[src/common/agu_pkg.sv]
package agu_pkg;

  localparam int VADDR_W     = 44;
  localparam int PAGE_BITS   = 13;
  localparam int LINE_BITS   = 7;
  localparam int VPN_W       = 31;
  localparam int PPN_W       = 31;
  localparam int BANK_COUNT  = 32;
  localparam int BANK_W      = 5;
  localparam int TLB_ENTRIES = 16;
  localparam int TLB_IDX_W   = 4;
  localparam int REG_NO_W    = 9;
  localparam int PAIR_ADDR_W = 36;

  // size opcodes, same numbering as the load/store unit
  typedef enum logic [4:0] {
    sz_int128_u      = 5'd0,
    sz_dbl128_u      = 5'd1,
    sz_sgl128_u      = 5'd2,
    sz_long_double   = 5'd3,
    sz_single_e      = 5'd4,
    sz_single        = 5'd5,
    sz_single_d      = 5'd6,
    sz_int64_a       = 5'd7,
    sz_double_e      = 5'd8,
    sz_double        = 5'd9,
    sz_single_pair_d = 5'd10,
    sz_int64_b       = 5'd11,
    sz_int128_a      = 5'd12,
    sz_dbl128_a      = 5'd13,
    sz_sgl128_a      = 5'd14,
    sz_fill_spill    = 5'd15,
    sz_byte          = 5'd16,
    sz_half          = 5'd17,
    sz_word          = 5'd18,
    sz_dword         = 5'd19
  } size_code_e;

  // access length in bytes
  typedef enum logic [2:0] {
    b1, b2, b4, b8, b10, b16, b20
  } size_class_e;

  typedef struct packed {
    logic [VADDR_W-1:0]  va;
    size_code_e          size;
    logic                split;
    logic                store;
    logic                kernel;
    logic [REG_NO_W-1:0] reg_no;
  } mem_op_t;

  typedef struct packed {
    logic [PPN_W-1:0] ppn;
    logic             sys;
    logic             present;
  } tlb_entry_t;

  typedef struct packed {
    logic             valid;
    logic [VPN_W-1:0] vpn;
    tlb_entry_t       entry;
  } tlb_fill_t;

  typedef struct packed {
    logic [PAIR_ADDR_W-1:0] addr_even;
    logic [PAIR_ADDR_W-1:0] addr_odd;
    logic                   odd;
    logic [1:0]             addr_low;
    logic [BANK_COUNT-1:0]  banks;
    logic                   store;
    logic [REG_NO_W-1:0]    reg_no;
    logic                   fault;
    // bit 1 privilege, bit 0 not present
    logic [1:0]             fault_code;
  } agu_result_t;

endpackage

[src/dtlb/dtlb_array.sv]
module dtlb_array
  import agu_pkg::*;
(
  input  logic             clk,
  input  logic             rst,
  input  tlb_fill_t        fill,
  input  logic [VPN_W-1:0] main_vpn,
  input  logic [VPN_W-1:0] next_vpn,
  output logic             main_hit,
  output tlb_entry_t       main_entry,
  output logic             next_hit,
  output tlb_entry_t       next_entry
);

  localparam int TAG_W = VPN_W - TLB_IDX_W;

  logic [TLB_ENTRIES-1:0] valid;
  logic [TAG_W-1:0]       tag   [TLB_ENTRIES];
  tlb_entry_t             entry [TLB_ENTRIES];

  logic [TLB_IDX_W-1:0] fill_idx;
  logic [TLB_IDX_W-1:0] main_idx;
  logic [TLB_IDX_W-1:0] next_idx;

  assign fill_idx = fill.vpn[TLB_IDX_W-1:0];
  assign main_idx = main_vpn[TLB_IDX_W-1:0];
  assign next_idx = next_vpn[TLB_IDX_W-1:0];

  // direct mapped, low vpn bits pick the slot
  assign main_hit   = valid[main_idx] & (tag[main_idx] == main_vpn[VPN_W-1:TLB_IDX_W]);
  assign main_entry = entry[main_idx];
  assign next_hit   = valid[next_idx] & (tag[next_idx] == next_vpn[VPN_W-1:TLB_IDX_W]);
  assign next_entry = entry[next_idx];

  always_ff @(posedge clk) begin
    if (rst) begin
      valid <= '0;
    end else if (fill.valid) begin
      valid[fill_idx] <= 1'b1;
    end
  end

  always_ff @(posedge clk) begin
    if (fill.valid) begin
      tag[fill_idx]   <= fill.vpn[VPN_W-1:TLB_IDX_W];
      entry[fill_idx] <= fill.entry;
    end
  end

endmodule

[src/agu/agu_bank_mask.sv]
module agu_bank_mask
  import agu_pkg::*;
(
  input  size_code_e            size,
  input  logic [6:0]            va_low,
  output logic [BANK_COUNT-1:0] banks
);

  size_class_e             cls;
  logic [BANK_W-1:0]       bank0;
  logic                    step_over;
  logic                    step_over2;
  logic [5:0]              span;
  logic [2*BANK_COUNT-1:0] rot;

  always_comb begin
    case (size)
      sz_byte:                               cls = b1;
      sz_half:                               cls = b2;
      sz_word, sz_single_e, sz_single,
      sz_single_d:                           cls = b4;
      sz_long_double:                        cls = b10;
      sz_int128_u, sz_dbl128_u, sz_sgl128_u,
      sz_int128_a, sz_dbl128_a, sz_sgl128_a: cls = b16;
      sz_fill_spill:                         cls = b20;
      // dword, the 64-bit codes and anything unknown
      default:                               cls = b8;
    endcase
  end

  assign bank0      = va_low[6:2];
  assign step_over  = |va_low[1:0];
  assign step_over2 = &va_low[1:0];

  // span bit k set when bank0+k is touched
  always_comb begin
    span[0] = 1'b1;
    span[1] = (cls inside {b8, b10, b16, b20}) | (step_over & (cls == b4)) |
              (step_over2 & (cls == b2));
    span[2] = (step_over & (cls == b8)) | (cls inside {b10, b16, b20});
    span[3] = (step_over2 & (cls == b10)) | (cls inside {b16, b20});
    span[4] = (step_over & (cls == b16)) | (cls == b20);
    span[5] = step_over & (cls == b20);
  end

  // rotate left by bank0, wrapping past bank 31
  assign rot   = {{(2*BANK_COUNT-6){1'b0}}, span} << bank0;
  assign banks = rot[BANK_COUNT-1:0] | rot[2*BANK_COUNT-1:BANK_COUNT];

endmodule

[src/agu/agu_capture.sv]
module agu_capture
  import agu_pkg::*;
(
  input  logic    clk,
  input  logic    rst,
  input  logic    in_valid,
  input  mem_op_t in_op,
  input  logic    rs_stall,
  input  logic    miss,
  output logic    busy,
  output logic    cap_valid,
  output mem_op_t cap_op
);

  logic load_op;

  // miss already qualified by cap_valid in the translate stage
  assign busy = miss | rs_stall;

  assign load_op = ~busy & in_valid;

  always_ff @(posedge clk) begin
    if (rst) begin
      cap_valid <= 1'b0;
    end else if (~busy) begin
      // empty slot when nothing arrives
      cap_valid <= in_valid;
    end
  end

  // payload only, held while busy
  always_ff @(posedge clk) begin
    if (load_op) begin
      cap_op <= in_op;
    end
  end

endmodule

[src/agu/agu_translate.sv]
module agu_translate
  import agu_pkg::*;
(
  input  logic             clk,
  input  logic             rst,
  input  logic             cap_valid,
  input  mem_op_t          cap_op,
  input  logic             rs_stall,
  output logic [VPN_W-1:0] main_vpn,
  output logic [VPN_W-1:0] next_vpn,
  input  logic             main_hit,
  input  tlb_entry_t       main_entry,
  input  logic             next_hit,
  input  tlb_entry_t       next_entry,
  output logic             miss,
  output logic             out_valid,
  output agu_result_t      out
);

  localparam int LINE_IDX_W = PAGE_BITS - LINE_BITS;

  logic [LINE_IDX_W:0]    line_sum;
  logic [LINE_IDX_W-1:0]  next_line;
  logic                   page_carry;
  logic                   use_next;
  logic [PPN_W-1:0]       next_ppn;
  logic [PAIR_ADDR_W-1:0] cur_pair;
  logic [PAIR_ADDR_W-1:0] nxt_pair;
  logic [1:0]             fault_code;
  logic [BANK_COUNT-1:0]  banks;
  logic                   take;
  agu_result_t            res;

  assign main_vpn = cap_op.va[VADDR_W-1:PAGE_BITS];
  assign next_vpn = main_vpn + 1'b1;

  // next line within the page, carry means it lands in the next page
  assign line_sum   = {1'b0, cap_op.va[PAGE_BITS-1:LINE_BITS]} + 1'b1;
  assign next_line  = line_sum[LINE_IDX_W-1:0];
  assign page_carry = line_sum[LINE_IDX_W];

  // second page only matters for split ops crossing the page
  assign use_next = cap_op.split & page_carry;
  assign next_ppn = use_next ? next_entry.ppn : main_entry.ppn;

  assign cur_pair = {main_entry.ppn, cap_op.va[PAGE_BITS-1:LINE_BITS+1]};
  assign nxt_pair = {next_ppn, next_line[LINE_IDX_W-1:1]};

  assign miss = cap_valid & (~main_hit | (use_next & ~next_hit));

  assign fault_code[1] = ~cap_op.kernel & (main_entry.sys | (use_next & next_entry.sys));
  assign fault_code[0] = ~main_entry.present | (use_next & ~next_entry.present);

  agu_bank_mask u_bank_mask (
    .size   (cap_op.size),
    .va_low (cap_op.va[LINE_BITS-1:0]),
    .banks  (banks)
  );

  always_comb begin
    res = '0;
    // line with bit 7 clear is the even half of the pair
    if (cap_op.va[LINE_BITS]) begin
      res.addr_even = nxt_pair;
      res.addr_odd  = cur_pair;
    end else begin
      res.addr_even = cur_pair;
      res.addr_odd  = nxt_pair;
    end
    res.odd        = cap_op.va[LINE_BITS];
    res.addr_low   = cap_op.va[1:0];
    res.banks      = banks;
    res.store      = cap_op.store;
    res.reg_no     = cap_op.reg_no;
    res.fault      = |fault_code;
    res.fault_code = fault_code;
  end

  assign take = cap_valid & ~miss;

  always_ff @(posedge clk) begin
    if (rst) begin
      out_valid <= 1'b0;
    end else if (~rs_stall) begin
      out_valid <= take;
    end
  end

  always_ff @(posedge clk) begin
    if (~rs_stall & take) begin
      out <= res;
    end
  end

endmodule

[src/design/agu_top.sv]
module agu_top
  import agu_pkg::*;
(
  input  logic        clk,
  input  logic        rst,
  input  logic        in_valid,
  input  mem_op_t     in_op,
  input  tlb_fill_t   fill,
  input  logic        rs_stall,
  output logic        busy,
  output logic        out_valid,
  output agu_result_t out
);

  logic             cap_valid;
  mem_op_t          cap_op;
  logic             miss;
  logic [VPN_W-1:0] main_vpn;
  logic [VPN_W-1:0] next_vpn;
  logic             main_hit;
  logic             next_hit;
  tlb_entry_t       main_entry;
  tlb_entry_t       next_entry;

  agu_capture u_capture (
    .clk       (clk),
    .rst       (rst),
    .in_valid  (in_valid),
    .in_op     (in_op),
    .rs_stall  (rs_stall),
    .miss      (miss),
    .busy      (busy),
    .cap_valid (cap_valid),
    .cap_op    (cap_op)
  );

  dtlb_array u_dtlb (
    .clk        (clk),
    .rst        (rst),
    .fill       (fill),
    .main_vpn   (main_vpn),
    .next_vpn   (next_vpn),
    .main_hit   (main_hit),
    .main_entry (main_entry),
    .next_hit   (next_hit),
    .next_entry (next_entry)
  );

  agu_translate u_translate (
    .clk        (clk),
    .rst        (rst),
    .cap_valid  (cap_valid),
    .cap_op     (cap_op),
    .rs_stall   (rs_stall),
    .main_vpn   (main_vpn),
    .next_vpn   (next_vpn),
    .main_hit   (main_hit),
    .main_entry (main_entry),
    .next_hit   (next_hit),
    .next_entry (next_entry),
    .miss       (miss),
    .out_valid  (out_valid),
    .out        (out)
  );

endmodule

[config.mk]
export PLATFORM = sky130hd
export DESIGN_NAME = agu_top
export DESIGN_NICKNAME = d
export VERILOG_FILES = /design/src/common/agu_pkg.sv /design/src/dtlb/dtlb_array.sv /design/src/agu/agu_bank_mask.sv /design/src/agu/agu_capture.sv /design/src/agu/agu_translate.sv /design/src/design/agu_top.sv
export SDC_FILE = /design/constraint.sdc
export NUM_CORES = 1
export LEC_CHECK = 0
export BUFFER_PORTS_ARGS = -buffer_cell sky130_fd_sc_hd__buf_4
export CORE_MARGIN = 2
export CORE_UTILIZATION = 25
export DETAILED_ROUTE_END_ITERATION = 12
export GPL_TIMING_DRIVEN = 0
export HOLD_SLACK_MARGIN = 0.15
export PLACE_DENSITY = 0.44
export SYNTH_ARGS = -nofsm -noshare
export SYNTH_HDL_FRONTEND = slang
export SYNTH_SLANG_ARGS = --single-unit
export TNS_END_PERCENT = 20
[constraint.sdc]
create_clock -name clk -period 24.2 [get_ports clk]
set_input_delay 7.26 -clock clk [delete_from_list [all_inputs] [get_ports clk]]
set_output_delay 7.26 -clock clk [all_outputs]
set_load 0.01 [all_outputs]
# == Word-level counts from Yosys, hierarchy flattened ==
# Memories as Yosys holds them, arrays and structs flattened. A register that Yosys moved wholly into a read port is not among the register bits.
# Index checks and enable logic that the tools add are counted.
# op_classes
addsub,2
n_lt_le_gt_ge,4
n_eq_ne,8
shift,1
muxes,13
n_bitwise,36
n_reduce_logical,7
# ops
cell,n
72-bit two-way mux,1
6-bit by 5-bit left shift with 64-bit output,1
27-bit equality test,2
32-bit OR,1
"31-bit by 1-bit adder with 31-bit output, second input constant",1
31-bit two-way mux,1
1-bit AND,17
16-bit OR,1
"4-bit by 5-bit < comparator with 1-bit output, second input constant",3
"3-bit equality test, second input constant",3
1-bit OR,9
1-bit binary-select mux with 4-bit select,2
4-bit two-way mux,2
1-bit NOT,8
"6-bit by 1-bit adder with 7-bit output, second input constant",1
"3-bit by 2-bit equality test with 1-bit output, second input constant",2
1-bit two-way mux,5
5-bit two-way mux,1
1-bit demux with 4-bit select,1
"4-bit by 1-bit >= comparator with 1-bit output, second input constant",1
4-bit nonzero test,1
2-bit OR reduction,2
"3-bit by 1-bit equality test with 1-bit output, second input constant",1
3-bit nonzero test,1
3 further kinds,3
# totals
regBits,199
ram_bits,960
romBits,96
out_inout_bits,122
n_memories,3
# mem_list
name,words,width,rd,rd_clocked_by_memory_dff,wr,line_no,text
u_dtlb.entry,16,33,2,1,1,dtlb_array.sv:19,tlb_entry_t entry [TLB_ENTRIES];
u_dtlb.tag,16,27,2,1,1,dtlb_array.sv:18,logic [TAG_W-1:0] tag [TLB_ENTRIES];
(no name shown),32,3,1,1,0,agu_bank_mask.sv:17,case (size)

# == Logic depth before layout (Yosys ltp) ==
# Gate-level depths: netlist (run 1).
# depth
ltp_word,12
ltp_mapped,18

# == Hierarchy ==
# Synthesis (run 1) repeated with hierarchy kept, for this count alone.
# hier_totals
hier_cells,2830
area_unflattened_um2,54223.3
# modules_own_cells
mod,n_inst,cells_per_inst,area_each_um2
dtlb_array,1,2281,45867.7
agu_translate,1,339,5601.6
agu_capture,1,66,1888.1
agu_bank_mask,1,144,865.8

# == Least setup slack after synthesis (run 1) ==
# OpenSTA, ideal clock, no wires.
# synth_timing
path_kind,input -> register
startpoint,in rs_stall
endpoint,"reg, netlist name u_translate.out[0]"
setup_ps,776
arrival_ps,16038
t_required_ps,23424
slack_ps,7386
cell_stages,1
path_buffers,0
cell_sequence,nor3b_1
# synth_via
elab_chain_cells,2
# synth_lines
item,line_no,text
start: declaration,agu_top.sv:9,"input logic rs_stall,"
1-bit NOT,n/a,
1-bit AND,agu_translate.sv:90,if (~rs_stall & take) begin
# Every way passes these cells.
# A chain may end at the register's enable or synchronous reset.

# == Worst setup path after layout (run 1) ==
# layout_timing
startpoint,in rs_stall
endpoint,out busy
# layout_via
elab_chain_cells,1
# layout_lines
item,line_no,text
1-bit OR,agu_capture.sv:18,assign busy = miss | rs_stall;
end: declaration,agu_top.sv:10,"output logic busy,"
# Every way passes these cells.

==> results.ini, run 1 <==
[setup_path]
r2r_cells=19
worst-endpoint-arrival_ns=7.72
critPathLaunchType=input port
regToRegSetupSlack_ns=16.41
worstSetupEndpointType=output pin
crit_required_ns=16.94
reg2reg_to=u_translate.out[59]
crit_path_max_fanout=5
path_class=in2out

[synth]
synth_flop_cell=edfxtp_1
synth_nets=2771
yosys_warnings=0
synth_seq_cells=1166
yosysTopAreaCell=edfxtp_1
netlist_top_cells_count=edfxtp_1 (1141), mux4_2 (579), nor2_1 (131), nand2_1 (107), clkbuf_1 (88)
yosysSeqAreaShare_pct=65.62
synth-edff-count=1141
synthCells=2638
netlist_area_um2=52980
synth_area_leaders=edfxtp_1 (65%), mux4_2 (25%), mux2i_1 (1.5%)
avgSynthCellArea_um2=20.08
synth.distinct_cells=65
synth.top_cell.area_share_pct=64.67
synth_async_sr_flop_share_pct=0
synthMostInstantiatedCell=edfxtp_1

[power]
pwr-share-seq_pct=47.1
vdd_ir_drop_max_mv=0.07134
comb_power_share_pct=10.9
p_switching_mw=1.175
pwr-share-clk_pct=42.0
leakage_nw=20.58
p_per_area_nw_per_um2=75.15
p_int_mw=3.674
finalPower_mw=4.848
switching_share_pct=24.23

[timing]
min_period_ns=14.98
rsz0062_at_grt=false
worst_pin_slew_ns=1.440
final.period_utilization_pct=61.89
maxSlewViolCount=0
slew-limit-headroom_pct=4.031
fmax_ghz=0.06677
hold_viol_final=0
finalSetupViolCount=0
setup_slack_ns=9.224
setup_tns_ns=0
clock_skew_ns=0.03525

[worst_hold_path]
worstHoldPathType=reg2reg
hp-start=u_capture.cap_op[5]
holdPathEnd=u_translate.out[8]
holdPathStages=0

[clock_tree]
cts_htree_levels=4
numCtsBuffers=136
cts_sinks=1166
clock_latency_ns=0.78
clockRootBuffer=clkbuf_16
clk_path_buf_depth=3
path_clk_slew_ns=0.06
cts_tree=built
post_cts_buffers=0
hold_buffers=0
cts_resized=0

[die]
core_um2=210200
die-area_um2=215600
die_w_um=464.3
die_h_um=464.3
boundaryPins=252
rows=168
start_util_pct=25.20

[grt]
grt_start_max_net_pins=36
grtUsageTotal_pct=17.05
gr-total-overflow=0
first_global_vias=30950
antenna_found_initial=24
grt_pass1_wl_um=255500

[drt]
drt-total-wl_um=186300
met3_length_um=12220
detail-route-antenna-nets=0
num_vias=30040
top_layer=met5
vias_per_cell=4.970
dr.pass1.iters=7
route.met2.wl_um=90070
wl_met1_um=79520
routedWlPerCell_um=30.82
first_iter_violations=3288
post-route-drc-count=0

[layout]
multi_input_area_um2=17460
final_nets=3263
final-seq-area_um2=34760
syn_to_final_growth_pct=21.78
fillCellCount=20480
drive_above_1_share_pct=38.39

[placed_design]
place_hpwl_um=129300
pre_cts_ws_ns=9.221
gp_congestion=0.7947
io_buffer_count=250

[run]
max_cap_viol_count=0

[outcome]
status=complete, no violations

-- placed cells by master, fill, tap and decap left out, types with 6 or more instances in the layout --
cell type and count:
nor2_4 12, nand3_1 31, mux2_2 12, nand2b_1 10, buf_16 9, diode_2 9, buf_1 34, dfxtp_1 25
nor2b_1 6, inv_6 8, and3_1 6, bufinv_16 11, mux2i_1 78, o22ai_1 9, buf_4 267, mux4_2 579
nor2_1 119, buf_6 48, inv_1 13, nor3_1 11, clkbuf_1 104, edfxtp_1 1141, buf_12 40, nor4_1 11
nand2_1 107, xnor2_1 58, clkinv_2 24, nand4_1 12, xor2_1 26, o21ai_0 52, clkinv_1 24, clkbuf_16 139
a21oi_1 51, buf_2 46
-- final cells by class --
class | count | share of cell area (%)
Buffer | 184 | 1.280
Timing Repair Buffer | 354 | 5.488
Inverter | 15 | 0.09115
Sequential cell | 1166 | 53.88
Antenna cell | 9 | 0.03491
Clock buffer | 164 | 5.614
Tap cell | 2805 | 5.440
Multi-Input combinational cell | 1273 | 27.07
Clock inverter | 74 | 1.103
-- logic make-up after synthesis --
logic type | after synthesis | synth area share (%)
adders and majority gates | 3 | 0.07086
and+or+nand+nor | 361 | 3.108
AOI/OAI and AO/OA | 150 | 1.641
DFF | 1166 | 65.62
muxes | 672 | 26.42
xor gates and xnor gates | 87 | 1.493
buffers and inverters | 199 | 1.646
-- metal layers --
layer | track usage (%) | up-vias
met3 | 3.952 | 243
met1 | 22.77 | 16380
li1 | - | 12210
met4 | 4.678 | 10
met5 | 0 | -
met2 | 27.72 | 1194
-- how the worst max path moves through the flow --
stage | slack (ns) | startpoint | endpoint
2_1_floorplan | 7.39 | rs_stall | u_translate.out[0]
4_1_cts | 9.22 | rs_stall | busy
6_report | 9.22 | rs_stall | busy
3_3_place_gp | 2.58 | fill[34] | u_dtlb.entry[0][27]
5_1_grt | 9.20 | rs_stall | busy
3_5_place_dp | 9.22 | rs_stall | busy
-- power groups by stage --
| stage | logic [mW] | registers, mW | clock network, mW |
|---|---|---|---|
| final | 0.528 | 2.28 | 2.04 |
| after global routing | 0.560 | 2.29 | 2.16 |
| after CTS | 0.534 | 2.28 | 2.09 |
| after detailed placement | 0.533 | 2.33 | 0 |
| after global placement | 0.521 | 2.33 | 0 |
| after floorplan | 0.312 | 2.32 | 0 |
-- registers in the layout, summed over array words and instances (netlist names), named ones only --
register	flops
u_capture.cap_op	61
u_capture.cap_valid	1
u_dtlb.entry	528
u_dtlb.tag	432
u_dtlb.valid	16
u_translate.out	120
u_translate.out_valid	1
u_translate.u_bank_mask.cls	3
-- through the flow --
step / cells / area [um^2] / util, % / hold WS [ns]
after floorplan: 2638 / 52980 / - / 0.4003
after global placement: 5693 / 58360 / 27.77 / 0.4006
after detailed placement: 5795 / 60120 / 28.60 / 0.4056
after CTS: 6033 / 64450 / 30.66 / 0.3936
after global routing: 6040 / 64510 / 30.69 / 0.4048
final: 6044 / 64520 / 30.69 / 0.3950
-- worst max-delay path, stage by stage --
cell and delay (ns):
buf_4 0.14, a21o_1 0.17, buf_4 0.15
(Power assumes the default switching activity.)
==> run 2: changes to the inputs <==
PLACE_DENSITY = 0.46   (was 0.44)
clock period = 12.65 ns   (was 24.2 ns; I/O delays follow)
==> results.ini, run 2 (same netlist as run 1, synthesis figures left out) <==
[clock_tree]
clk_path_buf_depth=3  ; unchanged
cts_tree=built  ; unchanged
cts_resized=0  ; unchanged
path_clk_slew_ns=0.06  ; about the same
clock_latency_ns=0.78  ; about the same
post_cts_buffers=0  ; unchanged
cts_sinks=1166  ; unchanged
cts_htree_levels=4  ; unchanged
clockRootBuffer=clkbuf_16  ; unchanged
hold_buffers=0  ; unchanged
numCtsBuffers=132  ; was 136

[worst_hold_path]
holdPathStages=0  ; unchanged
worstHoldPathType=reg2reg  ; unchanged
hp-start=u_capture.cap_op[8]  ; was u_capture.cap_op[5]
holdPathEnd=u_translate.out[11]  ; was u_translate.out[8]

[drt]
dr.pass1.iters=6  ; was 7
detail-route-antenna-nets=0  ; unchanged
drt-total-wl_um=183200  ; was 186300 um
num_vias=30050  ; was 30040
post-route-drc-count=0  ; unchanged
routedWlPerCell_um=30.36  ; was 30.82 um
first_iter_violations=3414  ; was 3288
vias_per_cell=4.981  ; was 4.970

[layout]
regMostFlops=u_dtlb.entry  ; unchanged
utilization_pct=30.58  ; was 30.69%
final-seq-area_um2=34760  ; unchanged
drive_above_1_share_pct=37.67  ; was 38.39%
fin_area_um2=64270  ; was 64520 um^2
multi_input_area_um2=17470  ; was 17460 um^2
final_nets=3256  ; was 3263
syn_to_final_growth_pct=21.32  ; was 21.78%
largest_reg_flops=528  ; unchanged
fillCellCount=20430  ; was 20480
final_cell_mix=edfxtp_1 (1141), mux4_2 (579), buf_4 (263)  ; was edfxtp_1 (1141), mux4_2 (579), buf_4 (267)
reg.largest.list=u_dtlb.entry x528, u_dtlb.tag x432, u_translate.out x120  ; unchanged
mostFrequentLayoutCell=edfxtp_1  ; unchanged

[power]
vdd_ir_drop_max_mv=0.1355  ; was 0.07134 mV
p_per_area_nw_per_um2=141.2  ; was 75.15 nW/um^2
leakage_nw=20.43  ; was 20.58 nW
finalPower_mw=9.076  ; was 4.848 mW

[setup_path]
worst-endpoint-arrival_ns=6.75  ; was 7.72 ns
worstSetupEndpointType=output pin  ; unchanged
path_class=reg2out  ; was in2out
crit_required_ns=8.85  ; was 16.94 ns
reg2reg_to=u_translate.out[107]  ; was u_translate.out[59]
r2r_cells=15  ; was 19
crit_path_max_fanout=10  ; was 5
regToRegSetupSlack_ns=5.27  ; was 16.41 ns
critPathLaunchType=flip-flop  ; was input port

[die]
die_h_um=464.3  ; unchanged
start_util_pct=25.20  ; unchanged
core_um2=210200  ; unchanged
die_w_um=464.3  ; unchanged
die-area_um2=215600  ; unchanged
rows=168  ; unchanged
boundaryPins=252  ; unchanged

[placed_design]
pre_cts_ws_ns=2.852  ; was 9.221 ns
io_buffer_count=250  ; unchanged
place_hpwl_um=126900  ; was 129300 um
gp_congestion=0.7985  ; was 0.7947
place_area_um2=60140  ; was 60120 um^2

[grt]
grt_start_max_net_pins=35  ; was 36
met1_usage_pct=23.07  ; was 22.77%
grt_pass1_wl_um=252000  ; was 255500 um
grtUsageMet2_pct=27.23  ; was 27.72%
gr-total-overflow=0  ; unchanged
antenna_found_initial=28  ; was 24
grtUsageTotal_pct=16.71  ; was 17.05%
first_global_vias=30680  ; was 30950
use_met3_pct=3.143  ; was 3.952%
grt.busiest_layer=met2  ; unchanged

[timing]
hold_slack_ns=0.4167  ; was 0.3950 ns
worst_pin_slew_ns=1.425  ; was 1.440 ns
fmax_ghz=0.09482
hold_viol_final=0  ; unchanged
rsz0062_at_grt=false  ; unchanged
final.period_utilization_pct=83.37
min_period_ns=10.55
maxSlewViolCount=0  ; unchanged
setup_slack_ns=2.104  ; was 9.224 ns
finalSetupViolCount=0  ; unchanged
clock_skew_ns=0.03259  ; was 0.03525 ns
slew-limit-headroom_pct=5.005  ; was 4.031%

[run]
max_cap_viol_count=0  ; unchanged

[outcome]
status=complete, no violations  ; unchanged

## run 2: changes by cell type in the layout (fill, tap and decap cells not counted), moves of 5 or more
cell       before  now
buf_8           5   12
clkbuf_1      104  120
clkbuf_16     139  134
diode_2         9    4
clkinv_2       24   14
bufinv_16      11    4
## run 2: worst max path at each step
stage	slack (ns)	depth (start not counted)	end
finish	2.10	11	busy
global route	1.96	11	busy
CTS	1.97	11	busy
detailed placement	2.85	11	busy
global placement	-5.71	3	u_dtlb.entry[0][30]
floorplan	3.65	1	u_translate.out[0]
## run 2: per-layer routing
layer,up-vias,part of all wire [%]
met5,-,0.066
met4,20,2.0
met3,235,6.0
met2,1136,48
met1,16470,44
li1,12200,-
## run 2: stage by stage
step | TNS (ns) | instances
after floorplan | 0 | 2638
after CTS | 0 | 6028
after global routing | 0 | 6034
after detailed placement | 0 | 5792
after global placement | -1579.44 | 5693
final | 0 | 6034
## run 2: layout make-up
class	instances	share of cell area (%)
inverter	15	0.09149
multi-input combinational	1273	27.18
timing repair buffer	351	5.517
buffer	184	1.283
sequential	1166	54.09
clock buffer	172	5.486
clock inverter	64	0.8818
antenna	4	0.01557
tap	2805	5.460
## run 2: worst max-delay path: stages (launching register included)
cell	delay [ns]
dfxtp_1	0.52
buf_1	0.81
buf_2	0.71
buf_4	0.48
buf_1	0.73
a21oi_1	0.21
nor4_1	0.47
nand4_1	0.21
nor4_2	0.94
o21ai_0	0.39
a21o_1	0.28
buf_4	0.15
## run 2: where the power goes
| part | internal, mW | total [mW] | leakage, nW | switching, mW |
|---|---|---|---|---|
| logic | 0.430 | 0.998 | 7.94 | 0.568 |
| clock network | 2.07 | 3.71 | 1.99 | 1.64 |
| registers | 4.33 | 4.37 | 10.5 | 0.0413 |
| total | 6.83 | 9.08 | 20.4 | 2.25 |
